### config.mk
export PLATFORM = sky130hd
export DESIGN_NAME = cx_result_stage
export DESIGN_NICKNAME = d
export VERILOG_FILES = /design/src/hw/isa_pkg.sv /design/src/hw/exec_pkg.sv /design/src/hw/cx_result_stage.sv
export SDC_FILE = /design/constraint.sdc
export NUM_CORES = 1
export LEC_CHECK = 0
export BUFFER_PORTS_ARGS = -buffer_cell sky130_fd_sc_hd__buf_2
export CORE_ASPECT_RATIO = 1.1
export CORE_UTILIZATION = 39
export DETAILED_ROUTE_END_ITERATION = 8
export HOLD_SLACK_MARGIN = 0.12
export PLACE_DENSITY = 0.75
export SLEW_MARGIN = 20
export SYNTH_ARGS = -nofsm -noshare
export SYNTH_HDL_FRONTEND = slang
export SYNTH_SLANG_ARGS = --single-unit
### constraint.sdc
create_clock -name clk -period 0.8 [get_ports clk]
set_input_delay 0.04 -clock clk [delete_from_list [all_inputs] [get_ports clk]]
set_output_delay 0.04 -clock clk [all_outputs]
set_load 0.01 [all_outputs]
### src/hw/isa_pkg.sv
// Instruction set definitions for the complex execution lane
// Operand and tag widths with their vector typedefs
// Opcode encoding of the multiply, divide and trap operations

package isa_pkg;

  // Operand and result width
  localparam int DATA_W = 32;

  // Physical register tag width
  localparam int TAG_W = 7;

  // Operand or result word
  typedef logic [DATA_W-1:0] data_t;

  // Physical register tag
  typedef logic [TAG_W-1:0] tag_t;

  // Complex lane opcodes
  // Suffix _L selects the low half or the quotient
  // Suffix _H selects the high half or the remainder
  typedef enum logic [3:0] {
    // Signed multiply
    OP_MULT_L  = 4'h0,
    OP_MULT_H  = 4'h1,
    // Unsigned multiply
    OP_MULTU_L = 4'h2,
    OP_MULTU_H = 4'h3,
    // Signed divide
    OP_DIV_L   = 4'h4,
    OP_DIV_H   = 4'h5,
    // Unsigned divide
    OP_DIVU_L  = 4'h6,
    OP_DIVU_H  = 4'h7,
    // System-call trap
    OP_SYSCALL = 4'h8
  } cx_op_e;

endpackage

### src/hw/exec_pkg.sv
// Execution lane transport types
// Execution flag layout, issue payload and writeback packet

package exec_pkg;

  // Execution flags, msb first
  // Same bit order as the flag vector of the back end
  typedef struct packed {
    // Control transfer, never set by this lane
    logic ctrl;
    // Result goes to the destination register
    logic dest_valid;
    // Low half or quotient was produced
    logic writes_lo;
    // Instruction completed execution
    logic executed;
    // Trap raised, syscall only
    logic exception;
    // Branch mispredict, never set here
    logic mispredict;
  } exec_flags_t;

  // Issue payload handed over by the scheduler
  typedef struct packed {
    isa_pkg::cx_op_e op;
    // Source tags used for forwarding match
    isa_pkg::tag_t   src1_tag;
    isa_pkg::tag_t   src2_tag;
    // Operand values read at issue
    isa_pkg::data_t  data1;
    isa_pkg::data_t  data2;
    // Destination physical register
    isa_pkg::tag_t   dest_tag;
  } cx_issue_t;

  // Writeback packet, also the forwarding source
  typedef struct packed {
    isa_pkg::tag_t  dest_tag;
    isa_pkg::data_t result;
    exec_flags_t    flags;
  } cx_wb_t;

endpackage

### src/hw/cx_result_stage.sv
// Result stage of the complex execution lane
// Writeback register, also drives the forwarding bus

`timescale 1ns/100ps

module cx_result_stage (
  input  logic                  clk,
  input  logic                  rst_i,
  input  logic                  load_i,
  input  isa_pkg::data_t        result_i,
  input  exec_pkg::exec_flags_t flags_i,
  input  isa_pkg::tag_t         dest_tag_i,
  output exec_pkg::cx_wb_t      wb_o
);

  // Packet register
  // Holds the last packet while nothing moves, validity comes from control
  always_ff @(posedge clk) begin
    if (rst_i) begin
      wb_o <= '0;
    end else if (load_i) begin
      // Tag travels with the result it names
      wb_o.dest_tag <= dest_tag_i;
      wb_o.result   <= result_i;
      wb_o.flags    <= flags_i;
    end
  end

endmodule

==> flow_summary.ini <==
[critical_path]
cp_data_required_time_ps = 990
reg2regPathDepth = 3
r2r_start = wb_o[20]
regToRegSetupSlack_ps = 20
worst_r2r_endpoint = wb_o[20]
slowest_delay_ps = 570
cp_max_fo = 1
cp.arrival_ps = 1000
startpoint_type = input port
path_class = in2reg
slowest_stage = dlygate4sd3_1
crit_chain = dlygate4sd3_1 > buf_2 > mux2i_1 > nor2_1
endpoint_kind = register
startpoint = result_i[10]
endpoint = wb_o[16]

[logic_synthesis]
ys_types = 8
async_flop_share_pct = 0
synth-main-ff-cell = dfxtp_1
ys_warn_count = 0
ys_top_cells_by_count = dfxtp_1 (45), mux2i_1 (45), nor2_1 (45)
synth_edf_count = 0
synth_area_per_cell_um2 = 11.3
synthCells = 145
synth_top_area_share_pct = 55.1
synth_area_leaders = dfxtp_1 (55%), mux2i_1 (28%), nor2_1 (10%), buf_12 (4.9%), buf_2 (0.92%)
yosys.area.top_type = dfxtp_1
netlist_area_um2 = 1640
synthesis.nets = 193
yosysSeqAreaShare_pct = 55.1
ys_ff_latch = 45

[detailed_routing]
drc = 0
dr.first_iter.drc_count = 77
avgRoutedWirePerCell_um = 15.3
drt-pass1-iter-count = 4
vias = 1581
routed_wl_mm = 5.22
vias_per_cell = 4.64
ant_nets = 0

[timing]
finalCriticalPeriod_ps = 812
rsz0062_at_grt = true
worstMarginPinSlew_ps = 198
hold_violations = 0
max_slew_margin_pct = 86.4
fmax_mhz = 1230
slew_viol_final = 0
min_period_over_period_pct = 101
setup_violations = 1
clock_skew_ps = 0
finalWorstSetupSlack_ps = -11.6

[layout]
antenna_cells = 0
multi_input_area_um2 = 619
drive_above_1_share_pct = 52.9
n_fill_cell = 248
finish.instance_area_um2 = 3050
largest_reg_flops = 45
top_register = wb_o
fin_cells = 341
reg_top3 = wb_o: 45 flops
syn2layout_area_growth_pct = 86.7
final_nets = 336
register_area_um2 = 957

[global_routing]
grt_max_degree = 23
overflow = 0
grt_pass1_vias = 1563
grt_pass1_wl_mm = 6.86
grt_usage_pct = 20.3
grt_antenna_before_repair = 0

[pwr]
p_seq_share_pct = 51.3
power.total_w = 0.00488
vdd_drop_max_v = 0.00118
leakagePower_nw = 1.49
power.density_nw_per_um2 = 1600
p_switching_w = 0.00123
p_sw_share_pct = 25.1
pwr-share-comb_pct = 21.3
pwr-share-clk_pct = 27.5
power.internal_w = 0.00365

[clock_network]
clkTransAtPathRegs_ps = 90
clock_sinks = 45
htreeDepth = 2
cts_tree = done
cts-root-buf = clkbuf_8
insertion_delay_ps = 290
cts_buffers = 5
clk_path_buf_depth = 2

[hold_path]
hp-class = in2reg

[die]
core_um2 = 3990
die_y_um = 69.9
dieArea_um2 = 4460
fp.dieW_um = 63.7
initial_core_util_pct = 40.9
ios = 93
rows = 24

[status]
status = finished, violations left
violations = setup timing

[placed_design]
place_hpwl_mm = 2.46
placed_cells = 284
post_dp_cell_area_um2 = 2150
gp_congestion = 0.652
port_buffers = 92

[run]
drv_cap = 0
==> layout by cell type (no fill, tap or decap) <==
master	count
buf_2	47
dlygate4sd3_1	46
mux2i_1	45
nor2_1	45
buf_6	45
dfxtp_2	45
clkbuf_8	5
buf_12	5
buf_4	3
clkinv_2	2
clkinvlp_4	1
==> cell type report <==
type / instances / area share (%)
clock buffers: 5 / 2.25
clock inverters: 3 / 0.574
multi-input cells: 90 / 20.3
flip-flops and latches: 45 / 31.4
well taps: 52 / 2.13
repair buffers: 146 / 43.4
==> critical path, delay by kind of cell <==
| kind | cells | cell delay (ps) |
|---|---|---|
| mux | 1 | 190 |
| buf+inv | 2 | 710 |
| simple gates | 1 | 70 |
==> worst min-delay path by stage <==
stage,start,to,slack [ps],cells past startpoint
floorplan,result_i[4],wb_o[10],190,2
global placement,flags_i[5],wb_o[5],270,3
detailed placement,result_i[4],wb_o[10],280,3
CTS,rst_i,wb_o[2],150,3
global route,rst_i,wb_o[2],170,3
finish,rst_i,wb_o[2],170,3
==> routing by layer <==
layer	up-vias	track usage (%)	part of all wire [%]
li1	760	-	-
met1	741	20.2	37
met2	72	38.3	56
met3	8	6.05	5.5
met4	0	8.33	1.4
met5	-	0	0
==> stage by stage <==
step | util [%] | setup TNS [ps] | hold WS (ps) | setup WS [ps]
floorplan | - | 0 | 187 | 123
global placement | 53.7 | 0 | 271 | 25.4
detailed placement | 53.7 | -30.1 | 280 | -10.6
CTS | 68.6 | 0 | 153 | 0.199
global route | 76.4 | -451 | 169 | -34.8
finish | 76.4 | -11.6 | 170 | -11.6
==> power by group through the flow <==
stage / clock, W / combinational, W / sequential [W]
2_1_floorplan: 0 / 0.000312 / 0.00255
3_3_place_gp: 0 / 0.000652 / 0.00248
3_5_place_dp: 0 / 0.000664 / 0.00248
4_1_cts: 0.00139 / 0.000847 / 0.00245
5_1_grt: 0.00150 / 0.00111 / 0.00252
6_report: 0.00134 / 0.00104 / 0.00250
==> kinds of logic (layout without fill, tap and decap cells) <==
kind of cell | Yosys count | after routing | share of synthesized area (%)
and+or+nand+nor | 45 | 45 | 10.3
muxes | 45 | 45 | 27.5
DFF | 45 | 45 | 55.1
buffers and inverters | 10 | 154 | 7.04
==> what timing repair did <==
| item | CTS | global route |
|---|---|---|
| gates resized for setup | 29 | 63 |
| setup endpoints to repair | 27 | 45 |
| buffers inserted | 0 | 3 |
| hold buffers | 46 | 0 |
| endpoints found under the hold margin | 45 | 0 |
(Power assumes the default switching activity.)
