$ cat config.mk
export PLATFORM = sky130hd
export DESIGN_NAME = cx_operand_stage
export DESIGN_NICKNAME = d
export VERILOG_FILES = /design/src/hw/isa_pkg.sv /design/src/hw/exec_pkg.sv /design/src/hw/cx_operand_stage.sv
export SDC_FILE = /design/constraint.sdc
export NUM_CORES = 1
export LEC_CHECK = 0
export ABC_AREA = 1
export BUFFER_PORTS_ARGS = -buffer_cell sky130_fd_sc_hd__buf_2
export CAP_MARGIN = 25
export CORE_MARGIN = 3
export CORE_UTILIZATION = 47
export CTS_CLUSTER_DIAMETER = 100
export DETAILED_ROUTE_END_ITERATION = 6
export GPL_ROUTABILITY_DRIVEN = 0
export PLACE_DENSITY = 0.86
export SYNTH_ARGS = -nofsm -noshare
export SYNTH_HDL_FRONTEND = slang
export SYNTH_SLANG_ARGS = --single-unit
$ cat constraint.sdc
create_clock -name clk -period 1.8 [get_ports clk]
set_clock_uncertainty 0.2 [all_clocks]
set_input_delay 0.36 -clock clk [delete_from_list [all_inputs] [get_ports clk]]
set_output_delay 0.36 -clock clk [all_outputs]
set_load 0.05 [all_outputs]
$ cat src/hw/isa_pkg.sv
// Instruction set definitions for the complex execution lane
// Operand and tag widths with their vector typedefs
// Opcode encoding of the multiply, divide and trap operations

package isa_pkg;

  // Operand and result width
  localparam int DATA_W = 32;

  // Physical register tag width
  localparam int TAG_W = 7;

  // Operand or result word
  typedef logic [DATA_W-1:0] data_t;

  // Physical register tag
  typedef logic [TAG_W-1:0] tag_t;

  // Complex lane opcodes
  // Suffix _L selects the low half or the quotient
  // Suffix _H selects the high half or the remainder
  typedef enum logic [3:0] {
    // Signed multiply
    OP_MULT_L  = 4'h0,
    OP_MULT_H  = 4'h1,
    // Unsigned multiply
    OP_MULTU_L = 4'h2,
    OP_MULTU_H = 4'h3,
    // Signed divide
    OP_DIV_L   = 4'h4,
    OP_DIV_H   = 4'h5,
    // Unsigned divide
    OP_DIVU_L  = 4'h6,
    OP_DIVU_H  = 4'h7,
    // System-call trap
    OP_SYSCALL = 4'h8
  } cx_op_e;

endpackage

$ cat src/hw/exec_pkg.sv
// Execution lane transport types
// Execution flag layout, issue payload and writeback packet

package exec_pkg;

  // Execution flags, msb first
  // Same bit order as the flag vector of the back end
  typedef struct packed {
    // Control transfer, never set by this lane
    logic ctrl;
    // Result goes to the destination register
    logic dest_valid;
    // Low half or quotient was produced
    logic writes_lo;
    // Instruction completed execution
    logic executed;
    // Trap raised, syscall only
    logic exception;
    // Branch mispredict, never set here
    logic mispredict;
  } exec_flags_t;

  // Issue payload handed over by the scheduler
  typedef struct packed {
    isa_pkg::cx_op_e op;
    // Source tags used for forwarding match
    isa_pkg::tag_t   src1_tag;
    isa_pkg::tag_t   src2_tag;
    // Operand values read at issue
    isa_pkg::data_t  data1;
    isa_pkg::data_t  data2;
    // Destination physical register
    isa_pkg::tag_t   dest_tag;
  } cx_issue_t;

  // Writeback packet, also the forwarding source
  typedef struct packed {
    isa_pkg::tag_t  dest_tag;
    isa_pkg::data_t result;
    exec_flags_t    flags;
  } cx_wb_t;

endpackage

$ cat src/hw/cx_operand_stage.sv
// Operand stage of the complex execution lane
// Captures the issue payload and forwards the leaving result
// onto source tags that match its destination

`timescale 1ns/100ps

module cx_operand_stage #(
  parameter int TAG_W = isa_pkg::TAG_W
) (
  input  logic                clk,
  input  logic                rst_i,
  input  logic                load_i,
  input  exec_pkg::cx_issue_t issue_i,
  input  logic                fwd_valid_i,
  input  exec_pkg::cx_wb_t    fwd_i,
  output exec_pkg::cx_issue_t payload_o
);

  import exec_pkg::*;

  // Tag of the result currently leaving the lane
  logic [TAG_W-1:0] fwd_tag;

  // Source matches against the forwarding tag
  logic fwd_hit1;
  logic fwd_hit2;

  // Payload after forwarding, next register value
  cx_issue_t payload_d;

  assign fwd_tag = fwd_i.dest_tag;

  // Forwarding only counts while a writeback is showing
  assign fwd_hit1 = fwd_valid_i && (issue_i.src1_tag == fwd_tag);
  assign fwd_hit2 = fwd_valid_i && (issue_i.src2_tag == fwd_tag);

  always_comb begin
    payload_d = issue_i;
    // Issued data is stale when the producer writes back this cycle
    if (fwd_hit1) begin
      payload_d.data1 = fwd_i.result;
    end
    // Both sources may be replaced by the same result
    if (fwd_hit2) begin
      payload_d.data2 = fwd_i.result;
    end
  end

  // Payload register, holds its value while no instruction moves
  always_ff @(posedge clk) begin
    if (rst_i) begin
      payload_o <= '0;
    end else if (load_i) begin
      payload_o <= payload_d;
    end
  end

endmodule

==> results of run 1 <==
[final cells by class]
type / count / area share (%)
multi-input combinational: 499 / 36.46
sequential: 89 / 29.65
timing repair buffer: 240 / 21.69
inverter: 91 / 5.684
tap: 129 / 2.686
clock buffer: 12 / 2.582
clock inverter: 4 / 1.249
[routing by layer]
layer	GRT usage (%)	vias up
met5	0	-
met3	6.859	16
met4	7.123	0
met1	28.98	2260
met2	38.93	208
li1	-	2628
[kinds of logic after synthesis]
kind of cell,share of synthesized area (%)
AOI/OAI and AO/OA,3.556
buffers and inverters,15.11
DFF,38.07
and+or+nand+nor,43.26
[worst min-delay path by stage]
| stage | endpoint |
|---|---|
| detailed placement | payload_o[1]$_SDFFE_PP0P_ |
| global route | payload_o[86]$_SDFFE_PP0P_ |
| finish | payload_o[87]$_SDFFE_PP0P_ |
| global placement | payload_o[83]$_SDFFE_PP0P_ |
| floorplan | payload_o[0]$_SDFFE_PP0P_ |
| CTS | payload_o[85]$_SDFFE_PP0P_ |
[power breakdown]
| group | leakage (nW) | internal, mW | switching (mW) |
|---|---|---|---|
| Combinational | 2.74 | 0.396 | 0.932 |
| Sequential | 0.739 | 2.10 | 0.0650 |
| Clock | 0.109 | 0.860 | 0.717 |
| Total | 3.59 | 3.36 | 1.71 |
[cell usage in the layout (no fill, tap or decap)]
cell type   instances
nor2_1            142
nand3_4             1
clkinvlp_4          2
dfxtp_1            89
buf_4              17
clkbuf_8           11
clkbuf_1            1
a21oi_1            12
inv_2              12
nand3_1           129
buf_12              4
nor2_8              1
nor2_2              1
inv_1              79
nand2_2             4
a211oi_1           13
nor2_4              3
nand2_1           189
a21oi_2             1
buf_2             219
nand2_4             3
bufinv_16           2
[stage by stage]
step	utilization (%)	total power, mW	setup slack [ps]
final	63.53	5.074	239.8
after global routing	63.53	5.307	201.2
after CTS	63.53	5.115	217.6
after detailed placement	61.10	3.541	-41.59
after floorplan	-	3.149	299.0
after global placement	61.10	3.526	-14.58
==> results.sh, run 1 <==
export IMPL_rr_worst_depth=4
export IMPL_layoutNonFillerInstCount=1064
export IMPL_vias_per_cell=4.805
export IMPL_fp_dieW_um=105.8
export IMPL_path_buf_inv=1
export IMPL_rows=35
export IMPL_highest_layer="met4"
export IMPL_postCtsSetupBuffers=0
export IMPL_worst_skew_pair_late_latency_ps=350
export IMPL_area_delta_synth_final_pct=28.42
export IMPL_drt_met1_wl_um=5503
export IMPL_synth_top_area_share_pct=38.07
export IMPL_fin_crit_ps=1560
export IMPL_start_kind="register"
export IMPL_drive_gt1_share_pct=30.05
export IMPL_power_leakage_nw=3.588
export IMPL_path_class="reg -> out"
export IMPL_place_area_mm2=0.005779
export IMPL_drtPass1Iterations=5
export IMPL_slew_violations=0
export IMPL_slowest_stage="dfxtp_1"
export IMPL_cp_slowest_stage_delay_ps=360
export IMPL_synth_top_cells_by_count="189 x nand2_1, 142 x nor2_1, 129 x nand3_1"
export IMPL_die_area_mm2=0.01119
export IMPL_cts_tree="done"
export IMPL_drt_iter0_drc=362
export IMPL_yosysSeqAreaShare_pct=38.07
export IMPL_vias=5112
export IMPL_gr_usage_all_layers_pct=23.32
export IMPL_antenna_left=0
export IMPL_cts_buffer_depth=2
export IMPL_tns_ps=0
export IMPL_max_cap_violations=0
export IMPL_hold_slack_ps=47.53
export IMPL_top_regs="payload_o (89)"
export IMPL_hp_start="issue_i[87]"
export IMPL_dp_hpwl_um=9609
export IMPL_synth_edff_count=0
export IMPL_holdBufCountCts=0
export IMPL_p_per_area_mw_per_mm2=844.3
export IMPL_syn_nets=865
export IMPL_place_inst=1048
export IMPL_grt_pass1_wl_um=21530
export IMPL_syn_area_per_cell_um2=6.437
export IMPL_drc=0
export IMPL_multi_input_area_mm2=0.002191
export IMPL_crit_family="flip-flops"
export IMPL_rsz0062_at_grt="no"
export IMPL_clkTransAtPathRegs_ps=90
export IMPL_synth_cell_types=23
export IMPL_routed_wl_met3_um=1286
export IMPL_crit_cells=1
export IMPL_yosysMostFrequentCell="nand2_1"
export IMPL_htree_levels=3
export IMPL_dieHeight_um=105.8
export IMPL_crit_start="payload_o[42]$_SDFFE_PP0P_"
export IMPL_drt_total_wl_um=13460
export IMPL_cts_resized=0
export IMPL_grt_max_degree=90
export IMPL_cp_arrival_ps=1000
export IMPL_fmax_ghz=0.6409
export IMPL_core_area_mm2=0.009459
export IMPL_setup_viol_count_final=0
export IMPL_yosysWarnings=0
export IMPL_r2r_setup_slack_ps=910
export IMPL_min_path_cells=3
export IMPL_final_net_count=1068
export IMPL_top_register="payload_o"
export IMPL_ys_ff_latch=89
export IMPL_r2r_end="payload_o[64]$_SDFFE_PP0P_"
export IMPL_wl_met2_um=6500
export IMPL_required_ps=1240
export IMPL_hold_class="in -> reg"
export IMPL_timing_rr_start="payload_o[64]$_SDFFE_PP0P_"
export IMPL_final_area_mm2=0.006010
export IMPL_path_cells="buf_2"
export IMPL_largest_register_ffs=89
export IMPL_hold_viol_final=0
export IMPL_wire_per_inst_um=12.65
export IMPL_synthTopCellsByArea="dfxtp_1 38%, nand2_1 15%, nand3_1 14%"
export IMPL_diodes=0
export IMPL_clockRootBuffer="clkbuf_8"
export IMPL_vdd_drop_max_uv=555.6
export IMPL_synth_async_reset_ratio_pct=0
export IMPL_synth_flop_cell="dfxtp_1"
export IMPL_initial_core_util_pct=49.47
export IMPL_cp_max_fo=2
export IMPL_synth_area_mm2=0.004679
export IMPL_slew_headroom_pct=71.55
export IMPL_grt_pass1_vias=4609
export IMPL_port_buffers=220
export IMPL_antenna_found_initial=0
export IMPL_tritoncts_num_buffers=9
export IMPL_seqCellArea_mm2=0.001782
export IMPL_cp_end_kind="output pin"
export IMPL_num_fill_cells=897
export IMPL_min_period_over_period_pct=86.68
export IMPL_numClockSinks=89
export IMPL_crit_path_end="payload_o[42]"
export IMPL_status="finished clean"
export IMPL_syn_inst=727
export IMPL_yosys_area_top_type="dfxtp_1"
export IMPL_tightest_slew_ps=426.7
export IMPL_grt_ovfl_total=0
export IMPL_boundaryPins=227
(Power assumes the default switching activity.)
==> run 2, diff against run 1 <==
--- a/config.mk
+++ b/config.mk
@@ -8,12 +8,14 @@
 export ABC_AREA = 1
 export BUFFER_PORTS_ARGS = -buffer_cell sky130_fd_sc_hd__buf_2
 export CAP_MARGIN = 25
+export CELL_PAD_IN_SITES_DETAIL_PLACEMENT = 1
+export CELL_PAD_IN_SITES_GLOBAL_PLACEMENT = 2
 export CORE_MARGIN = 3
-export CORE_UTILIZATION = 47
+export CORE_UTILIZATION = 23
 export CTS_CLUSTER_DIAMETER = 100
 export DETAILED_ROUTE_END_ITERATION = 6
 export GPL_ROUTABILITY_DRIVEN = 0
-export PLACE_DENSITY = 0.86
+export PLACE_DENSITY = 0.85
 export SYNTH_ARGS = -nofsm -noshare
 export SYNTH_HDL_FRONTEND = slang
 export SYNTH_SLANG_ARGS = --single-unit
==> run 2 against run 1 <==
Net effect:
- fmax is 1.9% higher
- die area up 97%
- via count rose by 0.49%
- clock-buffer cell count shrank 1
- non-clock buffer count grew 1
- sequential power about the same
- setup slack improved by 30 ps
- design area up 5.8%
- sequential cell count is the same
- cell count is 13% higher
- power up 6.6%
- combinational power is 3% higher
==> results.sh, run 2 (synthesis results as in run 1) <==
export IMPL_largest_register_ffs=89
export IMPL_start_kind="register"
export IMPL_gr_usage_all_layers_pct=15.45
export IMPL_fin_crit_ps=1530
export IMPL_antenna_found_initial=0
export IMPL_diodes=0
export IMPL_tns_ps=0
export IMPL_rows=51
export IMPL_required_ps=1240
export IMPL_boundaryPins=227
export IMPL_tightest_slew_ps=451.7
export IMPL_switchingPower_mw=1.800
export IMPL_final_net_count=1069
export IMPL_vias=5137
export IMPL_setup_viol_count_final=0
export IMPL_min_period_over_period_pct=85.03
export IMPL_final_area_mm2=0.006357
export IMPL_dp_hpwl_um=12700
export IMPL_fmax_ghz=0.6534
export IMPL_antenna_left=0
export IMPL_cp_arrival_ps=970
export IMPL_hold_class="in -> reg"
export IMPL_final_util_pct=32.24
export IMPL_clkTransAtPathRegs_ps=70
export IMPL_crit_family="flip-flops"
export IMPL_worst_skew_pair_late_latency_ps=340
export IMPL_grt_pass1_wl_um=27330
export IMPL_slew_headroom_pct=69.89
export IMPL_slowest_stage="dfxtp_1"
export IMPL_die_area_mm2=0.02209
export IMPL_vdd_drop_max_uv=551.6
export IMPL_power_leakage_nw=3.663
export IMPL_htree_levels=3
export IMPL_final_common_cell="buf_2"
export IMPL_p_comb_share_pct=25.3
export IMPL_fp_dieW_um=148.6
export IMPL_port_buffers=220
export IMPL_drc=0
export IMPL_path_class="reg -> out"
export IMPL_layoutNonFillerInstCount=1199
export IMPL_cts_resized=0
export IMPL_use_met3_pct=4.418
export IMPL_tritoncts_num_buffers=9
export IMPL_grt_ovfl_total=0
export IMPL_cts_buffer_depth=2
export IMPL_p_seq_share_pct=40.1
export IMPL_cts_tree="done"
export IMPL_num_fill_cells=2607
export IMPL_clockRootBuffer="clkbuf_16"
export IMPL_rsz0062_at_grt="no"
export IMPL_status="finished clean"
export IMPL_cp_max_fo=2
export IMPL_numClockSinks=89
export IMPL_cp_slowest_stage_delay_ps=350
export IMPL_grt_max_degree=38
export IMPL_p_per_area_mw_per_mm2=851.2
export IMPL_layout_common_cells="218 x buf_2, 189 x nand2_1, 142 x nor2_1, 129 x nand3_1, 89 x dfxtp_1"
export IMPL_initial_core_util_pct=23.73
export IMPL_use_met2_pct=25.57
export IMPL_finalPower_mw=5.411
export IMPL_p_clk_share_pct=34.6
export IMPL_path_buf_inv=1
export IMPL_busiest_layer="met2"
export IMPL_cp_end_kind="output pin"
export IMPL_place_area_mm2=0.006072
export IMPL_top_register="payload_o"
export IMPL_max_cap_violations=0
export IMPL_switching_share_pct=33.26
export IMPL_hold_viol_final=0
export IMPL_drtPass1Iterations=4
export IMPL_dieHeight_um=148.6
export IMPL_area_delta_synth_final_pct=35.86
export IMPL_gr_usage_met1_pct=19.93
export IMPL_place_inst=1185
export IMPL_slew_violations=0
export IMPL_postCtsSetupBuffers=0
export IMPL_wire_per_inst_um=14.32
export IMPL_core_area_mm2=0.01972
export IMPL_grt_pass1_vias=5192
export IMPL_drive_gt1_share_pct=29.98
export IMPL_top_regs="payload_o (89)"
export IMPL_holdBufCountCts=0
export IMPL_internal_power_mw=3.612
export IMPL_drt_iter0_drc=145
export IMPL_path_cells="buf_2"
export IMPL_drt_total_wl_um=17180
export IMPL_vias_per_cell=4.284
## run 2: changes by cell type in the layout (fill, tap and decap cells not counted), moves of 7 or more
cell,previous run,this run
clkbuf_8,11,1
buf_12,4,13
clkbuf_16,0,9
buf_4,17,10
## run 2: per-stage QoR
stage                     hold slack (ps)  setup WS, ps
after floorplan                     308.3         299.0
after global placement              246.7         22.67
after detailed placement            253.5        -17.86
after CTS                           48.91         235.1
after global routing                69.99         201.5
final                               72.71         269.5
## run 2: path summary, 6_finish.rpt
path,start,slack [ps],cells past startpoint,to
worst max-delay path,payload_o[20]$_SDFFE_PP0P_,270,1,payload_o[20]
worst min-delay path,issue_i[86],70,3,payload_o[86]$_SDFFE_PP0P_
worst max register to register,payload_o[7]$_SDFFE_PP0P_,930,4,payload_o[7]$_SDFFE_PP0P_
worst min register to register,payload_o[87]$_SDFFE_PP0P_,260,2,payload_o[87]$_SDFFE_PP0P_
## run 2: cell type report
type                       instances  area [um2]  area share, %
multi-input combinational        499        2191          34.46
sequential                        89        1782          28.03
timing repair buffer             241        1426          22.44
inverter                          91       341.6          5.373
tap                              265       331.6          5.216
clock buffer                      11       242.7          3.818
clock inverter                     3       42.54         0.6692
## run 2: power by group through the flow
stage	Sequential (mW)	Clock [mW]	Combinational, mW
final	2.17	1.87	1.37
after global placement	2.21	0	1.37
after global routing	2.19	2.06	1.49
after detailed placement	2.22	0	1.38
after CTS	2.17	1.98	1.39
after floorplan	2.68	0	0.468
## run 2: layer usage
layer,share of wire [%],routed length (um)
met1,46,7875
met2,46,7885
met3,7.0,1198
met4,1.3,215
met5,0,0
